$ cat config.mk
export PLATFORM = sky130hd
export DESIGN_NAME = i2c_sensor_master
export DESIGN_NICKNAME = d
export VERILOG_FILES = /design/src/i2c_pkg.sv /design/src/i2c_rx_buffer.sv /design/src/i2c_symbol_engine.sv /design/src/i2c_master_ctrl.sv /design/src/i2c_wb_regs.sv /design/src/i2c_sensor_master.sv
export VERILOG_INCLUDE_DIRS = /design/src /design/src/include
export SDC_FILE = /design/constraint.sdc
export NUM_CORES = 1
export LEC_CHECK = 0
export BUFFER_PORTS_ARGS = -buffer_cell sky130_fd_sc_hd__buf_2
export CAP_MARGIN = 25
export CORE_ASPECT_RATIO = 0.6
export CORE_MARGIN = 4
export CORE_UTILIZATION = 40
export CTS_BUF_LIST = sky130_fd_sc_hd__clkbuf_4 sky130_fd_sc_hd__clkbuf_8
export CTS_CLUSTER_DIAMETER = 200
export CTS_CLUSTER_SIZE = 28
export DETAILED_ROUTE_END_ITERATION = 10
export MAX_ROUTING_LAYER = met4
export SKIP_LAST_GASP = 1
export SLEW_MARGIN = 5
export SYNTH_ARGS = -nofsm -noshare
export SYNTH_HDL_FRONTEND = slang
export SYNTH_SLANG_ARGS = --single-unit
$ cat constraint.sdc
create_clock -name i2c_clk -period 2.3 [get_ports i2c_clk]
set_input_delay 0.345 -clock i2c_clk [delete_from_list [all_inputs] [get_ports i2c_clk]]
set_output_delay 0.345 -clock i2c_clk [all_outputs]
set_load 0.01 [all_outputs]
$ cat src/include/i2c_macros.svh
// i2c master parameters and register map

`ifndef I2C_MACROS_SVH
`define I2C_MACROS_SVH

// i2c_clk cycles per quarter of an scl bit
`define I2C_DIV         4
// receive buffer depth, longest burst read
`define I2C_MAX_BURST   8

// wishbone word addresses
`define I2C_REG_CTRL    4'd0
`define I2C_REG_DEV     4'd1
`define I2C_REG_SUB     4'd2
`define I2C_REG_WDATA   4'd3
`define I2C_REG_STAT    4'd4
`define I2C_REG_RXBASE  4'd8

`endif

$ cat src/i2c_pkg.sv
// i2c master shared types
`default_nettype none

package i2c_pkg;

	typedef enum logic {
		OP_WRITE = 1'b0,
		OP_READ  = 1'b1
	} i2c_op_e;

	typedef enum logic [1:0] {
		SYM_START = 2'd0,
		SYM_STOP  = 2'd1,
		SYM_TX    = 2'd2,
		SYM_RX    = 2'd3
	} sym_kind_e;

	typedef enum logic [3:0] {
		IDLE, PTR_START, PTR_ADDR, PTR_SUB, WR_DATA, PTR_STOP,
		RD_START, RD_ADDR, RD_BYTE, FIN_STOP, DONE
	} ctrl_state_e;

	typedef struct packed {
		logic       cyc;
		logic       stb;
		logic       we;
		logic [3:0] adr;
		logic [7:0] dat;
	} wb_req_t;

	typedef struct packed {
		i2c_op_e    op;
		logic [6:0] dev;
		logic [7:0] sub;
		logic [7:0] wdata;
		logic [2:0] len;    // bytes to read minus one
	} i2c_cmd_t;

	typedef struct packed {
		logic busy;
		logic done;
		logic nack;
	} i2c_stat_t;

	typedef struct packed {
		sym_kind_e  kind;
		logic [7:0] tx;
		logic       ack_out;  // level driven in the rx ack slot
	} sym_req_t;

	typedef struct packed {
		logic       done;
		logic [7:0] rx;
		logic       ack_in;   // 0 = slave acked
	} sym_rsp_t;

endpackage

`default_nettype wire

$ cat src/i2c_rx_buffer.sv
// receive byte buffer
`default_nettype none

`include "i2c_macros.svh"

module i2c_rx_buffer (
	input  wire        i2c_clk,
	input  wire        i_rst_n,
	input  wire        i_we,
	input  wire [2:0]  i_widx,
	input  wire [7:0]  i_wbyte,
	input  wire [2:0]  i_ridx,
	output logic [7:0] o_rbyte
);

	logic [7:0] mem [`I2C_MAX_BURST];

	always_ff @(posedge i2c_clk or negedge i_rst_n) begin
		if (!i_rst_n) begin
			for (int i = 0; i < `I2C_MAX_BURST; i++) begin
				mem[i] <= 8'h00;
			end
		end else if (i_we) begin
			mem[i_widx] <= i_wbyte; // one byte per rx symbol
		end
	end

	// host side reads straight through
	assign o_rbyte = mem[i_ridx];

endmodule

`default_nettype wire

$ cat src/i2c_symbol_engine.sv
// i2c bit timing and serializer
`default_nettype none

`include "i2c_macros.svh"

module i2c_symbol_engine import i2c_pkg::*; (
	input  wire           i2c_clk,
	input  wire           i_rst_n,
	input  wire           i_valid,
	input  wire sym_req_t i_sym,
	output sym_rsp_t      o_rsp,
	output logic          o_scl_oe,
	output logic          o_sda_oe,
	input  wire           i_sda
);

	localparam int DIV_W = $clog2(`I2C_DIV + 1);

	logic [DIV_W-1:0] div_cnt;
	logic             qtick;     // last cycle of a quarter
	logic             busy;
	logic             done_q;
	sym_kind_e        kind_q;
	logic [1:0]       phase;
	logic [3:0]       bitn;      // 0..7 data, 8 ack slot
	logic [7:0]       shreg;
	logic             ack_q;
	logic             ack_in_q;
	logic             byte_sym;
	logic             last_q;
	logic             launch;
	logic             sda_next;

	assign launch   = i_valid && !busy;
	assign qtick    = busy && (div_cnt == DIV_W'(`I2C_DIV - 1));
	assign byte_sym = (kind_q == SYM_TX) || (kind_q == SYM_RX);
	assign last_q   = (phase == 2'd3) && (!byte_sym || (bitn == 4'd8));

	// sda for quarter 0 of the following bit
	always_comb begin
		if (kind_q == SYM_TX)
			sda_next = (bitn < 4'd7) ? ~shreg[7] : 1'b0; // release for slave ack
		else
			sda_next = (bitn == 4'd7) ? ~ack_q : 1'b0;
	end

	always_ff @(posedge i2c_clk or negedge i_rst_n) begin
		if (!i_rst_n) begin
			busy     <= 1'b0;
			done_q   <= 1'b0;
			div_cnt  <= '0;
			phase    <= 2'd0;
			bitn     <= 4'd0;
			o_scl_oe <= 1'b0;
			o_sda_oe <= 1'b0;
		end else begin
			done_q <= 1'b0;
			if (launch) begin
				busy    <= 1'b1;
				div_cnt <= '0;
				phase   <= 2'd0;
				bitn    <= 4'd0;
				case (i_sym.kind)
					SYM_START: begin
						o_scl_oe <= 1'b0;
						o_sda_oe <= 1'b0;
					end
					SYM_STOP: begin
						o_scl_oe <= 1'b1;
						o_sda_oe <= 1'b1;
					end
					SYM_TX: begin
						o_scl_oe <= 1'b1;
						o_sda_oe <= ~i_sym.tx[7]; // msb first
					end
					default: begin
						o_scl_oe <= 1'b1;
						o_sda_oe <= 1'b0;
					end
				endcase
			end else if (busy) begin
				div_cnt <= qtick ? '0 : div_cnt + 1'b1;
				if (qtick) begin
					phase <= phase + 2'd1;
					if (last_q) begin
						busy   <= 1'b0; // lines hold their last level
						done_q <= 1'b1;
					end else begin
						if (phase == 2'd3)
							bitn <= bitn + 4'd1;
						// levels for the quarter being entered
						case (kind_q)
							SYM_START: begin
								o_sda_oe <= (phase >= 2'd1); // falls with scl high
								o_scl_oe <= (phase == 2'd2);
							end
							SYM_STOP: begin
								o_scl_oe <= 1'b0;
								o_sda_oe <= (phase == 2'd0); // rises in quarter 2
							end
							default: begin
								o_scl_oe <= (phase >= 2'd2);
								if (phase == 2'd3)
									o_sda_oe <= sda_next;
							end
						endcase
					end
				end
			end
		end
	end

	// sample at the end of quarter 1, middle of scl high
	always_ff @(posedge i2c_clk) begin
		if (launch) begin
			kind_q <= i_sym.kind;
			shreg  <= i_sym.tx;
			ack_q  <= i_sym.ack_out;
		end else if (qtick && (phase == 2'd1) && byte_sym) begin
			if (bitn == 4'd8)
				ack_in_q <= i_sda;
			else
				shreg <= {shreg[6:0], i_sda};
		end
	end

	always_comb begin
		o_rsp.done   = done_q;
		o_rsp.rx     = shreg;
		o_rsp.ack_in = ack_in_q;
	end

endmodule

`default_nettype wire

$ cat src/i2c_master_ctrl.sv
// i2c transaction sequencer
`default_nettype none

module i2c_master_ctrl import i2c_pkg::*; (
	input  wire            i2c_clk,
	input  wire            i_rst_n,
	input  wire            i_start,
	input  wire i2c_cmd_t  i_cmd,
	output logic           o_sym_valid,
	output sym_req_t       o_sym,
	input  wire sym_rsp_t  i_sym,
	output i2c_stat_t      o_stat,
	output logic           o_rx_we,
	output logic [2:0]     o_rx_idx,
	output logic [7:0]     o_rx_byte
);

	ctrl_state_e state;
	i2c_cmd_t    cmd_q;
	logic [2:0]  cnt;      // bytes received so far
	logic        done_q;
	logic        nack_q;
	logic        last_byte;
	logic        issuing;
	logic        tx_nack;

	assign last_byte = (cnt == cmd_q.len);
	assign issuing = (state != IDLE) && (state != DONE);
	assign o_sym_valid = issuing && !i_sym.done; // engine done retires the request
	assign tx_nack = i_sym.ack_in && (state inside {PTR_ADDR, PTR_SUB, WR_DATA, RD_ADDR});

	// symbol for the current step
	always_comb begin
		o_sym.kind    = SYM_TX;
		o_sym.tx      = 8'h00;
		o_sym.ack_out = 1'b0;
		case (state)
			PTR_START, RD_START: o_sym.kind = SYM_START;
			PTR_ADDR: o_sym.tx = {cmd_q.dev, 1'b0};
			PTR_SUB:  o_sym.tx = cmd_q.sub;
			WR_DATA:  o_sym.tx = cmd_q.wdata;
			RD_ADDR:  o_sym.tx = {cmd_q.dev, 1'b1};
			RD_BYTE: begin
				o_sym.kind    = SYM_RX;
				o_sym.ack_out = last_byte; // nack ends the burst
			end
			PTR_STOP, FIN_STOP: o_sym.kind = SYM_STOP;
			default: ;
		endcase
	end

	assign o_rx_we   = (state == RD_BYTE) && i_sym.done;
	assign o_rx_idx  = cnt;
	assign o_rx_byte = i_sym.rx;

	always_comb begin
		o_stat.busy = (state != IDLE);
		o_stat.done = done_q;
		o_stat.nack = nack_q;
	end

	// command snapshot, host may rewrite registers meanwhile
	always_ff @(posedge i2c_clk) begin
		if ((state == IDLE) && i_start)
			cmd_q <= i_cmd;
	end

	always_ff @(posedge i2c_clk or negedge i_rst_n) begin
		if (!i_rst_n) begin
			state  <= IDLE;
			cnt    <= 3'd0;
			done_q <= 1'b0;
			nack_q <= 1'b0;
		end else begin
			case (state)
				IDLE: begin
					if (i_start) begin
						state  <= PTR_START;
						cnt    <= 3'd0;
						done_q <= 1'b0;
						nack_q <= 1'b0;
					end
				end
				DONE: begin
					state  <= IDLE;
					done_q <= 1'b1; // rises with busy falling
				end
				default: begin
					if (i_sym.done) begin
						if (tx_nack)
							nack_q <= 1'b1;
						case (state)
							PTR_START: state <= PTR_ADDR;
							PTR_ADDR:  state <= tx_nack ? FIN_STOP : PTR_SUB;
							PTR_SUB: begin
								if (tx_nack)
									state <= FIN_STOP;
								else
									state <= (cmd_q.op == OP_WRITE) ? WR_DATA : PTR_STOP;
							end
							WR_DATA:   state <= FIN_STOP;
							PTR_STOP:  state <= RD_START;
							RD_START:  state <= RD_ADDR;
							RD_ADDR:   state <= tx_nack ? FIN_STOP : RD_BYTE;
							RD_BYTE: begin
								if (last_byte)
									state <= FIN_STOP;
								else
									cnt <= cnt + 3'd1;
							end
							FIN_STOP:  state <= DONE;
							default:   state <= IDLE;
						endcase
					end
				end
			endcase
		end
	end

endmodule

`default_nettype wire

$ cat src/i2c_wb_regs.sv
// wishbone register block
`default_nettype none

`include "i2c_macros.svh"

module i2c_wb_regs import i2c_pkg::*; (
	input  wire            i2c_clk,
	input  wire            i_rst_n,
	input  wire wb_req_t   i_wb,
	output logic           o_wb_ack,
	output logic [7:0]     o_wb_dat,
	output i2c_cmd_t       o_cmd,
	output logic           o_start,
	input  wire i2c_stat_t i_stat,
	output logic [2:0]     o_rx_idx,
	input  wire [7:0]      i_rx_byte
);

	logic [6:0] dev_q;
	logic [7:0] sub_q;
	logic [7:0] wdata_q;
	i2c_op_e    op_q;
	logic [2:0] len_q;
	logic       req;
	logic       wr_ctrl;
	logic [7:0] rd_mux;

	// the cycle carrying ack never starts a new transfer
	assign req = i_wb.cyc && i_wb.stb && !o_wb_ack;
	assign wr_ctrl = req && i_wb.we && (i_wb.adr == `I2C_REG_CTRL);
	assign o_rx_idx = i_wb.adr[2:0]; // window base is 8

	always_comb begin
		rd_mux = 8'h00;
		if (i_wb.adr >= `I2C_REG_RXBASE) begin
			rd_mux = i_rx_byte;
		end else begin
			case (i_wb.adr)
				`I2C_REG_CTRL:  rd_mux = {4'b0000, len_q, op_q};
				`I2C_REG_DEV:   rd_mux = {1'b0, dev_q};
				`I2C_REG_SUB:   rd_mux = sub_q;
				`I2C_REG_WDATA: rd_mux = wdata_q;
				`I2C_REG_STAT:  rd_mux = {5'b00000, i_stat.nack, i_stat.done, i_stat.busy};
				default:        rd_mux = 8'h00;
			endcase
		end
	end

	always_ff @(posedge i2c_clk or negedge i_rst_n) begin
		if (!i_rst_n) begin
			o_wb_ack <= 1'b0;
			o_wb_dat <= 8'h00;
			o_start  <= 1'b0;
			dev_q    <= 7'h00;
			sub_q    <= 8'h00;
			wdata_q  <= 8'h00;
			op_q     <= OP_WRITE;
			len_q    <= 3'd0;
		end else begin
			o_wb_ack <= req;
			o_start  <= wr_ctrl && !i_stat.busy; // one pulse per accepted ctrl write
			if (req && !i_wb.we)
				o_wb_dat <= rd_mux;
			if (req && i_wb.we) begin
				case (i_wb.adr)
					`I2C_REG_DEV:   dev_q   <= i_wb.dat[6:0];
					`I2C_REG_SUB:   sub_q   <= i_wb.dat;
					`I2C_REG_WDATA: wdata_q <= i_wb.dat;
					`I2C_REG_CTRL: begin
						// ctrl layout: bit 0 op, bits 3:1 length minus one
						if (!i_stat.busy) begin
							op_q  <= i2c_op_e'(i_wb.dat[0]);
							len_q <= i_wb.dat[3:1];
						end
					end
					default: ; // status and buffer are read only
				endcase
			end
		end
	end

	always_comb begin
		o_cmd.op    = op_q;
		o_cmd.dev   = dev_q;
		o_cmd.sub   = sub_q;
		o_cmd.wdata = wdata_q;
		o_cmd.len   = len_q;
	end

endmodule

`default_nettype wire

$ cat src/i2c_sensor_master.sv
// i2c sensor master top
`default_nettype none

module i2c_sensor_master import i2c_pkg::*; (
	input  wire          i2c_clk,
	input  wire          i_rst_n,
	input  wire wb_req_t i_wb,
	output wire          o_wb_ack,
	output wire [7:0]    o_wb_dat,
	output wire          o_scl_oe,  // 1 pulls scl low
	output wire          o_sda_oe,  // 1 pulls sda low
	input  wire          i_sda
);

	i2c_cmd_t  cmd;
	i2c_stat_t stat;
	sym_req_t  sym_req;
	sym_rsp_t  sym_rsp;
	wire       start;
	wire       sym_valid;
	wire       rx_we;
	wire [2:0] rx_widx;
	wire [7:0] rx_wbyte;
	wire [2:0] rx_ridx;
	wire [7:0] rx_rbyte;

	i2c_wb_regs u_regs (
		.i2c_clk  (i2c_clk),
		.i_rst_n  (i_rst_n),
		.i_wb     (i_wb),
		.o_wb_ack (o_wb_ack),
		.o_wb_dat (o_wb_dat),
		.o_cmd    (cmd),
		.o_start  (start),
		.i_stat   (stat),
		.o_rx_idx (rx_ridx),
		.i_rx_byte(rx_rbyte)
	);

	i2c_master_ctrl u_ctrl (
		.i2c_clk    (i2c_clk),
		.i_rst_n    (i_rst_n),
		.i_start    (start),
		.i_cmd      (cmd),
		.o_sym_valid(sym_valid),
		.o_sym      (sym_req),
		.i_sym      (sym_rsp),
		.o_stat     (stat),
		.o_rx_we    (rx_we),
		.o_rx_idx   (rx_widx),
		.o_rx_byte  (rx_wbyte)
	);

	i2c_symbol_engine u_engine (
		.i2c_clk (i2c_clk),
		.i_rst_n (i_rst_n),
		.i_valid (sym_valid),
		.i_sym   (sym_req),
		.o_rsp   (sym_rsp),
		.o_scl_oe(o_scl_oe),
		.o_sda_oe(o_sda_oe),
		.i_sda   (i_sda)
	);

	i2c_rx_buffer u_rxbuf (
		.i2c_clk(i2c_clk),
		.i_rst_n(i_rst_n),
		.i_we   (rx_we),
		.i_widx (rx_widx),
		.i_wbyte(rx_wbyte),
		.i_ridx (rx_ridx),
		.o_rbyte(rx_rbyte)
	);

endmodule

`default_nettype wire

# Word level (Yosys, flattened, before mapping)
# Cells that the tools add are included.
# totals
register_bits	162
latch_bits	0
ram_bits	0
mem_bits_ro	0
inputBits	18
output_inout_bits	11
word_cells	212
mem_count	0
# op_classes
add_sub_neg	4
n_mul	0
n_div	0
magnitude_cmp	7
n_eq_ne	32
shift	0
mux	67
bitwise	8
n_reduce_logical	58
# op_table
cell	n
$bwmux 64	1
$mux 8	7
$mux 4	10
$pmux 8 s5	1
$pmux 4 s9	1
$pmux 8 s4	1
$mux 1	26
$bmux 8 s3	1
$demux 8 s3	1
$eq 4x3->1 const B	6
$mux 3	7
$logic_and 1x1->1	17
$eq 4x2->1 const B	4
$eq 4x4->1 const B	4
$reduce_bool 2->1	8
$ge 4x4->1 const B	3
$reduce_and 2->1	6
$reduce_and 3->1	4
$reduce_and 4->1	3
$reduce_bool 4->1	3
$eq 2x2->1 const B	5
$pmux 1 s2	5
$eq 4x1->1 const B	2
$logic_not 4->1	2
other kinds (26)	48

# Logic depth before layout (Yosys ltp)
# Gate-level depths: netlist of the first run.
# depth
ltp_word	9
ltp_mapped	7
mapped_depth_nobuf	7

# Hierarchy
# From an unflattened synthesis of the first run, not the netlist that was laid out.
# hier_totals
hier_cells	571
hier_area_um2	7768.7
# by_module_without_submodules
mod	n_inst	cells_each	area_each_um2	seq_area_each_um2
i2c_rx_buffer	1	172	2992.9	1601.5
i2c_wb_regs	1	134	1739.2	925.9
i2c_master_ctrl	1	138	1716.6	1036.0
i2c_symbol_engine	1	127	1320.0	685.7

# Least setup slack after synthesis of the first run
# OpenSTA, ideal clock, no wires.
# synth_timing
kind	register to register
start	register u_ctrl.state[2]
end	register u_ctrl.cmd_q[0] (netlist name), enable pin
setup_ps	383
arrival_time_ps	1763
t_required_ps	1917
setup_slack_ps	154
path_stages_with_launch	6
path_buffers	2
period_less_slack_ps	2146
path_cell_list	dfrtp_1 > clkbuf_1 > clkbuf_1 > nor4_1 > nand2_1 > inv_1
# synth_via
elab_chain_cells	2
# synth_rtl
item	line_no	text
start: declaration	i2c_master_ctrl.sv:18	ctrl_state_e state;
start signal: assignment	i2c_master_ctrl.sv:94	PTR_ADDR: state <= tx_nack ? FIN_STOP : PTR_SUB;
start signal: assignment	i2c_master_ctrl.sv:99	state <= (cmd_q.op == OP_WRITE) ? WR_DATA : PTR_STOP;
start signal: assignment	i2c_master_ctrl.sv:104	RD_ADDR: state <= tx_nack ? FIN_STOP : RD_BYTE;
$logic_not 4->1	i2c_master_ctrl.sv:64	if ((state == IDLE) && i_start)
$logic_and 1x1->1	i2c_master_ctrl.sv:64	
end signal: assignment	i2c_master_ctrl.sv:65	cmd_q <= i_cmd;
end: declaration	i2c_master_ctrl.sv:19	i2c_cmd_t cmd_q;
# No other way between the ends.
# A chain may end at the register's enable or synchronous reset.

# Worst setup path after layout of the first run
# layout_timing
start	register u_ctrl.state[2]
end	register u_rxbuf.mem[12] (netlist name)
# layout_via
elab_chain_cells	2
# layout_rtl
item	line_no	text
$eq 4x4->1	i2c_master_ctrl.sv:52	assign o_rx_we = (state == RD_BYTE) && i_sym.done;
$logic_and 1x1->1	i2c_master_ctrl.sv:52	
end signal: indexed assignment	i2c_rx_buffer.sv:24	mem[i_widx] <= i_wbyte;
end: declaration	i2c_rx_buffer.sv:16	logic [7:0] mem [`I2C_MAX_BURST];
# No other way between the ends.

==> impl_results.md, run 1 <==
* Wirelength, routed at 18,400 um
* Post-CTS clock slew at the launch and capture registers of the worst setup and hold paths at 0.09 ns
* Number of endpoints with negative hold slack in the final report at 0
* Clock period minus final worst setup slack at 2.09 ns
* Top post-synthesis cells by area: dfrtp_1, edfxtp_1, mux2_2
* Critical path class: register to register
* Outcome: completed
* Synth warn at 0
* GRT overflow at 0
* Starting DRT DRC Count at 452
* Largest area contributor in the synthesized netlist: dfrtp_1
* Synth Instances at 575
* Largest net degree at the start of global routing at 43
* Commonest cells post-synth: dfrtp_1, mux2_2, nor2_1
* Hold_sp: i_sda
* Final slew viol count at 0
* Post-place setup slack at 0.144 ns
* FMAX at 0.478 GHz
* Launching element of the worst setup path: u_ctrl.state[2]
* Actual transition at the worst max-transition pin at 0.536 ns
* Share of synthesized registers carrying an async set or reset at 75.9%
* Deepest clock path buffer count at 2
* Level count of the clock H-tree at 4
* Worst voltage drop across the vdd grid at 0.000375 V
* Power per cell area at 797 nW/um2
* Post-DR wirelength/cell at 21.0 um
* CTS Root Buffer Type: clkbuf_8
* Vias per cell at 5.75
* Slack of the worst reg-to-reg path at 0.21 ns
* Share of Yosys cell area claimed by the top area cell type at 40.1%
* DP Wirelength at 13,100 um
* Setup-failing EPs final at 0
* Number of vias after detailed routing at 5,027
* Number of primary I/O pins at 29
* Fraction of layout cells with a size suffix above 1 at 33.9%
* Final period utilization at 91.0%
* Startpoint Class: register
* Antenna violations before repair at 0
* Launch point of the worst reg-to-reg path: u_ctrl.state[2]
* DRC violations left at 0
* Worst-case clock skew at 0.0193 ns
* Number of port buffers at 28
* Syn_nets at 602
* Horizontal die dimension at 187 um
* Mean Syn Cell Area at 13.4 um2
* Critical path endpoint category: register
* Number of distinct library cell variants in the gate-level netlist after synthesis at 66
* Hold Crit Class: primary input to register
* Cell Area, Synth at 7680 um2
* Endpoint of the lowest-slack register-to-register path: u_rxbuf.mem[12]
* Weighted congestion at the end of routability-driven global placement at 0.855
* Area of the placeable core at 18,400 um2
* Slew HR at 64.0%
* Cell depth of the worst hold path at 1
* Final #Nets at 648
* RSZ-0062 raised after global routing: false
* Clock Sink Count at 162
* Die area at 21,600 um2
* Clock tree from TritonCTS: done
* Antenna violation net count after detailed routing at 0
* Main flop type after synthesis: dfrtp_1
* Final core area utilization at 46.6%
* WHS Endpoint: u_engine.ack_in_q
* Required time reported for the critical path endpoint at 2.65 ns
* Overall global routing resource usage at 18.4%
* Worst-Skew Late Latency at 0.47 ns
* Max-cap violations at 0
* Most instantiated library cell after synthesis: dfrtp_1
* Total CTS buffers at 17
* Data arrival at the endpoint of the critical path at 2.45 ns
* Syn-to-layout area delta at 11.9%
* Initial standard-cell utilization of the core at 41.6%
* Setup TNS at 0 ns
* Final antenna diode count at 0
* Vias in the first global route at 5,135
* Wire length of the first global-routing pass at 29,500 um
* Post-synthesis sequential element count at 162
* Depth of the most critical reg-to-reg path at 6
* DIE HEIGHT at 115 um
* EDFF count, synth at 39
* First-pass detailed-route iteration total at 5
* Leakage at 3.96 nW
* Fin worst setup slack at 0.206 ns
* Worst-path maximum fanout at 13
* Sequential fraction of the synthesis area at 55.3%
* Number of core rows at 38
==> report_power, final <==
| part | switching (mW) | internal, mW |
|---|---|---|
| logic | 0.736 | 0.561 |
| clock network | 1.19 | 0.955 |
| registers | 0.239 | 3.17 |
==> state kept, by name (all words and copies together) (netlist names), 3 cells and up <==
| signal | cells |
|---|---|
| u_engine.shreg | 8 |
| u_rxbuf.mem | 64 |
| u_engine.div_cnt | 3 |
| u_ctrl.state | 4 |
| u_engine.bitn | 4 |
| u_regs.sub_q | 8 |
| u_ctrl.o_rx_idx | 3 |
| u_regs.dev_q | 7 |
| u_regs.wdata_q | 8 |
| u_regs.o_wb_dat | 8 |
| u_ctrl.cmd_q | 27 |
| u_regs.len_q | 3 |
==> worst max-delay path, cell delays in order, from the launching register on <==
cell and delay (ns):
dfrtp_1 0.56, nor4b_4 0.34, nand2_1 0.11, nor2_2 0.22, and3_1 0.19, buf_4 0.21
mux2_2 0.35
==> logic make-up after synthesis <==
group	after synthesis	share of synthesized area, %
multiplexers	128	21.4
AND/OR/NAND/NOR	128	9.07
XOR/XNOR	9	1.03
adder cells (fa/ha/maj)	9	1.47
flip-flops	162	55.3
AO/OA/AOI/OAI	92	8.41
buffers and inverters	47	3.27
==> cells in the final DEF, fill, tap and decap left out, types with 4 or more instances in the layout <==
master and instances:
a22o_1 7, mux2i_1 10, nor2_1 41, ha_1 9
buf_2 27, o21a_1 6, nand3_1 11, xor2_1 5
xnor2_1 4, mux4_1 7, o211ai_1 7, and3_1 8
o21ai_0 15, edfxtp_1 39, nor3_1 6, a22oi_1 8
inv_1 14, dfrtp_1 123, a31oi_1 6, a21oi_1 16
buf_4 30, clkbuf_8 19, mux2_2 98, mux4_2 10
inv_8 4, nand2_1 28
==> stage by stage <==
step | hold slack (ns) | power, mW | instance area (um2) | cells
floorplan | 0.0494 | 4.25 | 7680 | 575
global placement | 0.351 | 4.70 | 8180 | 841
detailed placement | 0.358 | 4.76 | 8180 | 841
CTS | 0.0874 | 6.89 | 8590 | 874
global route | 0.0776 | 7.20 | 8590 | 874
finish | 0.108 | 6.85 | 8590 | 874
==> metal layers <==
layer	wire, um	vias to the layer above	track usage, %	share of wire [%]
li1	-	2243	-	-
met1	9050	2615	26.6	49
met2	8170	147	26.8	44
met3	1020	22	4.31	5.6
met4	138	0	3.59	0.75
met5	0	-	-	0
==> how the worst max path moves through the flow <==
stage	endpoint	slack, ns	depth (start not counted)
final	u_rxbuf.mem[12]	0.21	6
after global placement	u_regs.o_wb_dat[0]	0.15	5
after global routing	u_rxbuf.mem[14]	0.11	6
after floorplan	u_ctrl.cmd_q[0]	0.15	5
after CTS	u_rxbuf.mem[52]	0.25	4
after detailed placement	u_regs.o_wb_dat[0]	0.14	5
==> cell type report <==
cell class / count / area [um2]
clock buffer: 19 / 262
clock inverter: 13 / 138
fill: 1603 / 9860
inverter: 14 / 52.6
multi-input combinational: 366 / 3180
sequential: 162 / 4250
tap: 240 / 300
timing repair buffer: 60 / 410
==> timing repair <==
action,CTS,global route
hold endpoints to repair,36,0
buffers inserted,0,0
resized for setup,0,0
hold buffers,1,0
No activity file was read; power rests on OpenSTA's default activity.
==> run 2, diff against run 1 <==
Settings changed: PLACE_DENSITY set to 0.68.
==> run 2 against run 1 <==
Count of clock-buffer cells in the layout is 2 lower. Die area stayed put. Final cell count is 0.69% lower. Wire length is 0.20% higher. Setup slack worse by 0.0010 ns. Maximum frequency hardly changed. Global-route usage is 0.067 points lower. Sequential power hardly changed. Sequential share of layout area is 0.18 points higher. Hold slack worse by 0.031 ns. Clock power hardly changed.
==> impl_results.md, run 2 (synthesis results as in run 1) <==
* Required time reported for the critical path endpoint at 2.65 ns
* Clock tree from TritonCTS: done
* Final #Nets at 642
* Deepest clock path buffer count at 2
* Sequential power share at 50.2%
* DRC violations left at 0
* RSZ-0062 raised after global routing: false
* Setup TNS at 0 ns
* Die area at 21,600 um2
* Fraction of layout cells with a size suffix above 1 at 33.1%
* Cell Count Post-Placement at 835
* Total of fill cells in the finished design at 1,643
* Antenna violation net count after detailed routing at 0
* Post-layout instance count excluding filler cells at 868
* Cell family contributing the most delay on the critical path: simple AND/OR/NAND/NOR gates
* Wire length of the first global-routing pass at 29,000 um
* Initial standard-cell utilization of the core at 41.6%
* P_int at 4.63 mW
* Final core area utilization at 46.4%
* Final antenna diode count at 0
* Final std cell area, no fill at 8560 um2
* Biggest register: u_rxbuf.mem
* Leakage at 3.93 nW
* Net switching power figure at 2.20 mW
* Worst voltage drop across the vdd grid at 0.000472 V
* Vias per cell at 5.73
* Max-cap violations at 0
* Horizontal die dimension at 187 um
* Post-CTS clock slew at the launch and capture registers of the worst setup and hold paths at 0.09 ns
* Outcome: completed
* Total CTS buffers at 17
* Critical path buffer and inverter count at 0
* GRT overflow at 0
* Critical path class: register to register
* Final period utilization at 91.1%
* Number of core rows at 38
* Most common cell after layout, fill and taps aside: dfrtp_1
* Fraction of power consumed by combinational cells at 18.6%
* Syn-to-layout area delta at 11.5%
* Wirelength, routed at 18,400 um
* CTS Root Buffer Type: clkbuf_8
* Slowest cell on the critical path: dfrtp_1
* Worst-path maximum fanout at 12
* Clock Sink Count at 162
* Area after detailed placement at 8150 um2
* Area of the placeable core at 18,400 um2
* Worst-case clock skew at 0.0104 ns
* Clock share of power at 31.2%
* Starting DRT DRC Count at 457
* Weighted congestion at the end of routability-driven global placement at 0.882
* Number of endpoints with negative hold slack in the final report at 0
* Most frequent cells in the layout: dfrtp_1, mux2_2, nor2_1
* Number of primary I/O pins at 29
* Worst stage delay on the critical path at 0.56 ns
* Largest registers in the final layout: u_rxbuf.mem: 64 flops, u_ctrl.cmd_q: 27 flops
* Vias in the first global route at 4,984
* Final slew viol count at 0
* Critical path endpoint category: register
* Number of vias after detailed routing at 4,972
* Max reg flops at 64
* Ordered list of cells on the worst path: nor4b_4, nand2_1, nor2_2, nand2_1, mux2_2
* Worst-Skew Late Latency at 0.47 ns
* Overall global routing resource usage at 18.3%
* Switching part of the total at 32.2%
* Setup-failing EPs final at 0
* Actual transition at the worst max-transition pin at 0.538 ns
* Largest net degree at the start of global routing at 40
* Clock period minus final worst setup slack at 2.10 ns
* Most repeated library cell on the critical path: nand2_1
* DIE HEIGHT at 115 um
* Power per cell area at 798 nW/um2
* Post-DR wirelength/cell at 21.2 um
* Post-place setup slack at 0.187 ns
* Final hold slack at 0.0762 ns
* Number of port buffers at 28
* Level count of the clock H-tree at 4
* Antenna violations before repair at 0
* Fin worst setup slack at 0.205 ns
* Startpoint Class: register
* First-pass detailed-route iteration total at 5
* Overall power after layout at 6.83 mW
* FMAX at 0.477 GHz
* Hold Crit Class: primary input to register
* DP Wirelength at 13,500 um
* Slew HR at 64.1%
* Data arrival at the endpoint of the critical path at 2.45 ns
==> run 2: worst register-to-register path, cell delays in order, from the launching register on <==
cell and delay [ns]:
dfrtp_1 0.56, nor4b_4 0.36, nand2_1 0.10, nor2_2 0.19, nand2_1 0.37, mux2_2 0.41
==> run 2: repair_timing <==
item	CTS	global route
hold endpoints to repair	16	0
buffers inserted	0	0
setup endpoints to repair	0	0
resized for setup	0	0
hold buffers	1	0
==> run 2: worst paths after layout <==
path,startpoint,endpoint,slack (ns),cells after the start
min,i_sda,u_engine.ack_in_q,0.08,1
max,u_ctrl.state[0],u_rxbuf.mem[56],0.20,5
max reg2reg,u_ctrl.state[0],u_rxbuf.mem[56],0.20,5
min reg2reg,u_regs.wdata_q[3],u_ctrl.cmd_q[6],0.49,0
max in group asynchronous,i_rst_n,u_regs.sub_q[5],1.25,3
min in group asynchronous,i_rst_n,u_engine.div_cnt[1],0.33,2
==> run 2: layout make-up <==
| cell class | count | area (um2) | area share, % |
|---|---|---|---|
| sequential | 162 | 4250 | 49.6 |
| timing repair buffer | 54 | 378 | 4.41 |
| clock inverter | 15 | 166 | 1.94 |
| clock buffer | 17 | 234 | 2.73 |
| inverter | 14 | 52.6 | 0.614 |
| tap | 240 | 300 | 3.51 |
| multi-input combinational | 366 | 3180 | 37.2 |
==> run 2: metal layers <==
layer,vias up,wire length [um],track usage [%]
met2,183,7600,24.3
met5,-,0,-
met1,2548,9030,26.7
li1,2223,-,-
met3,18,1620,6.89
met4,0,169,3.74
==> run 2: power by group through the flow <==
| stage | registers (mW) | logic (mW) | clock network (mW) |
|---|---|---|---|
| finish | 3.43 | 1.27 | 2.13 |
| global route | 3.46 | 1.42 | 2.32 |
| CTS | 3.42 | 1.26 | 2.17 |
| detailed placement | 3.48 | 1.25 | 0 |
| global placement | 3.46 | 1.20 | 0 |
| floorplan | 3.37 | 0.883 | 0 |
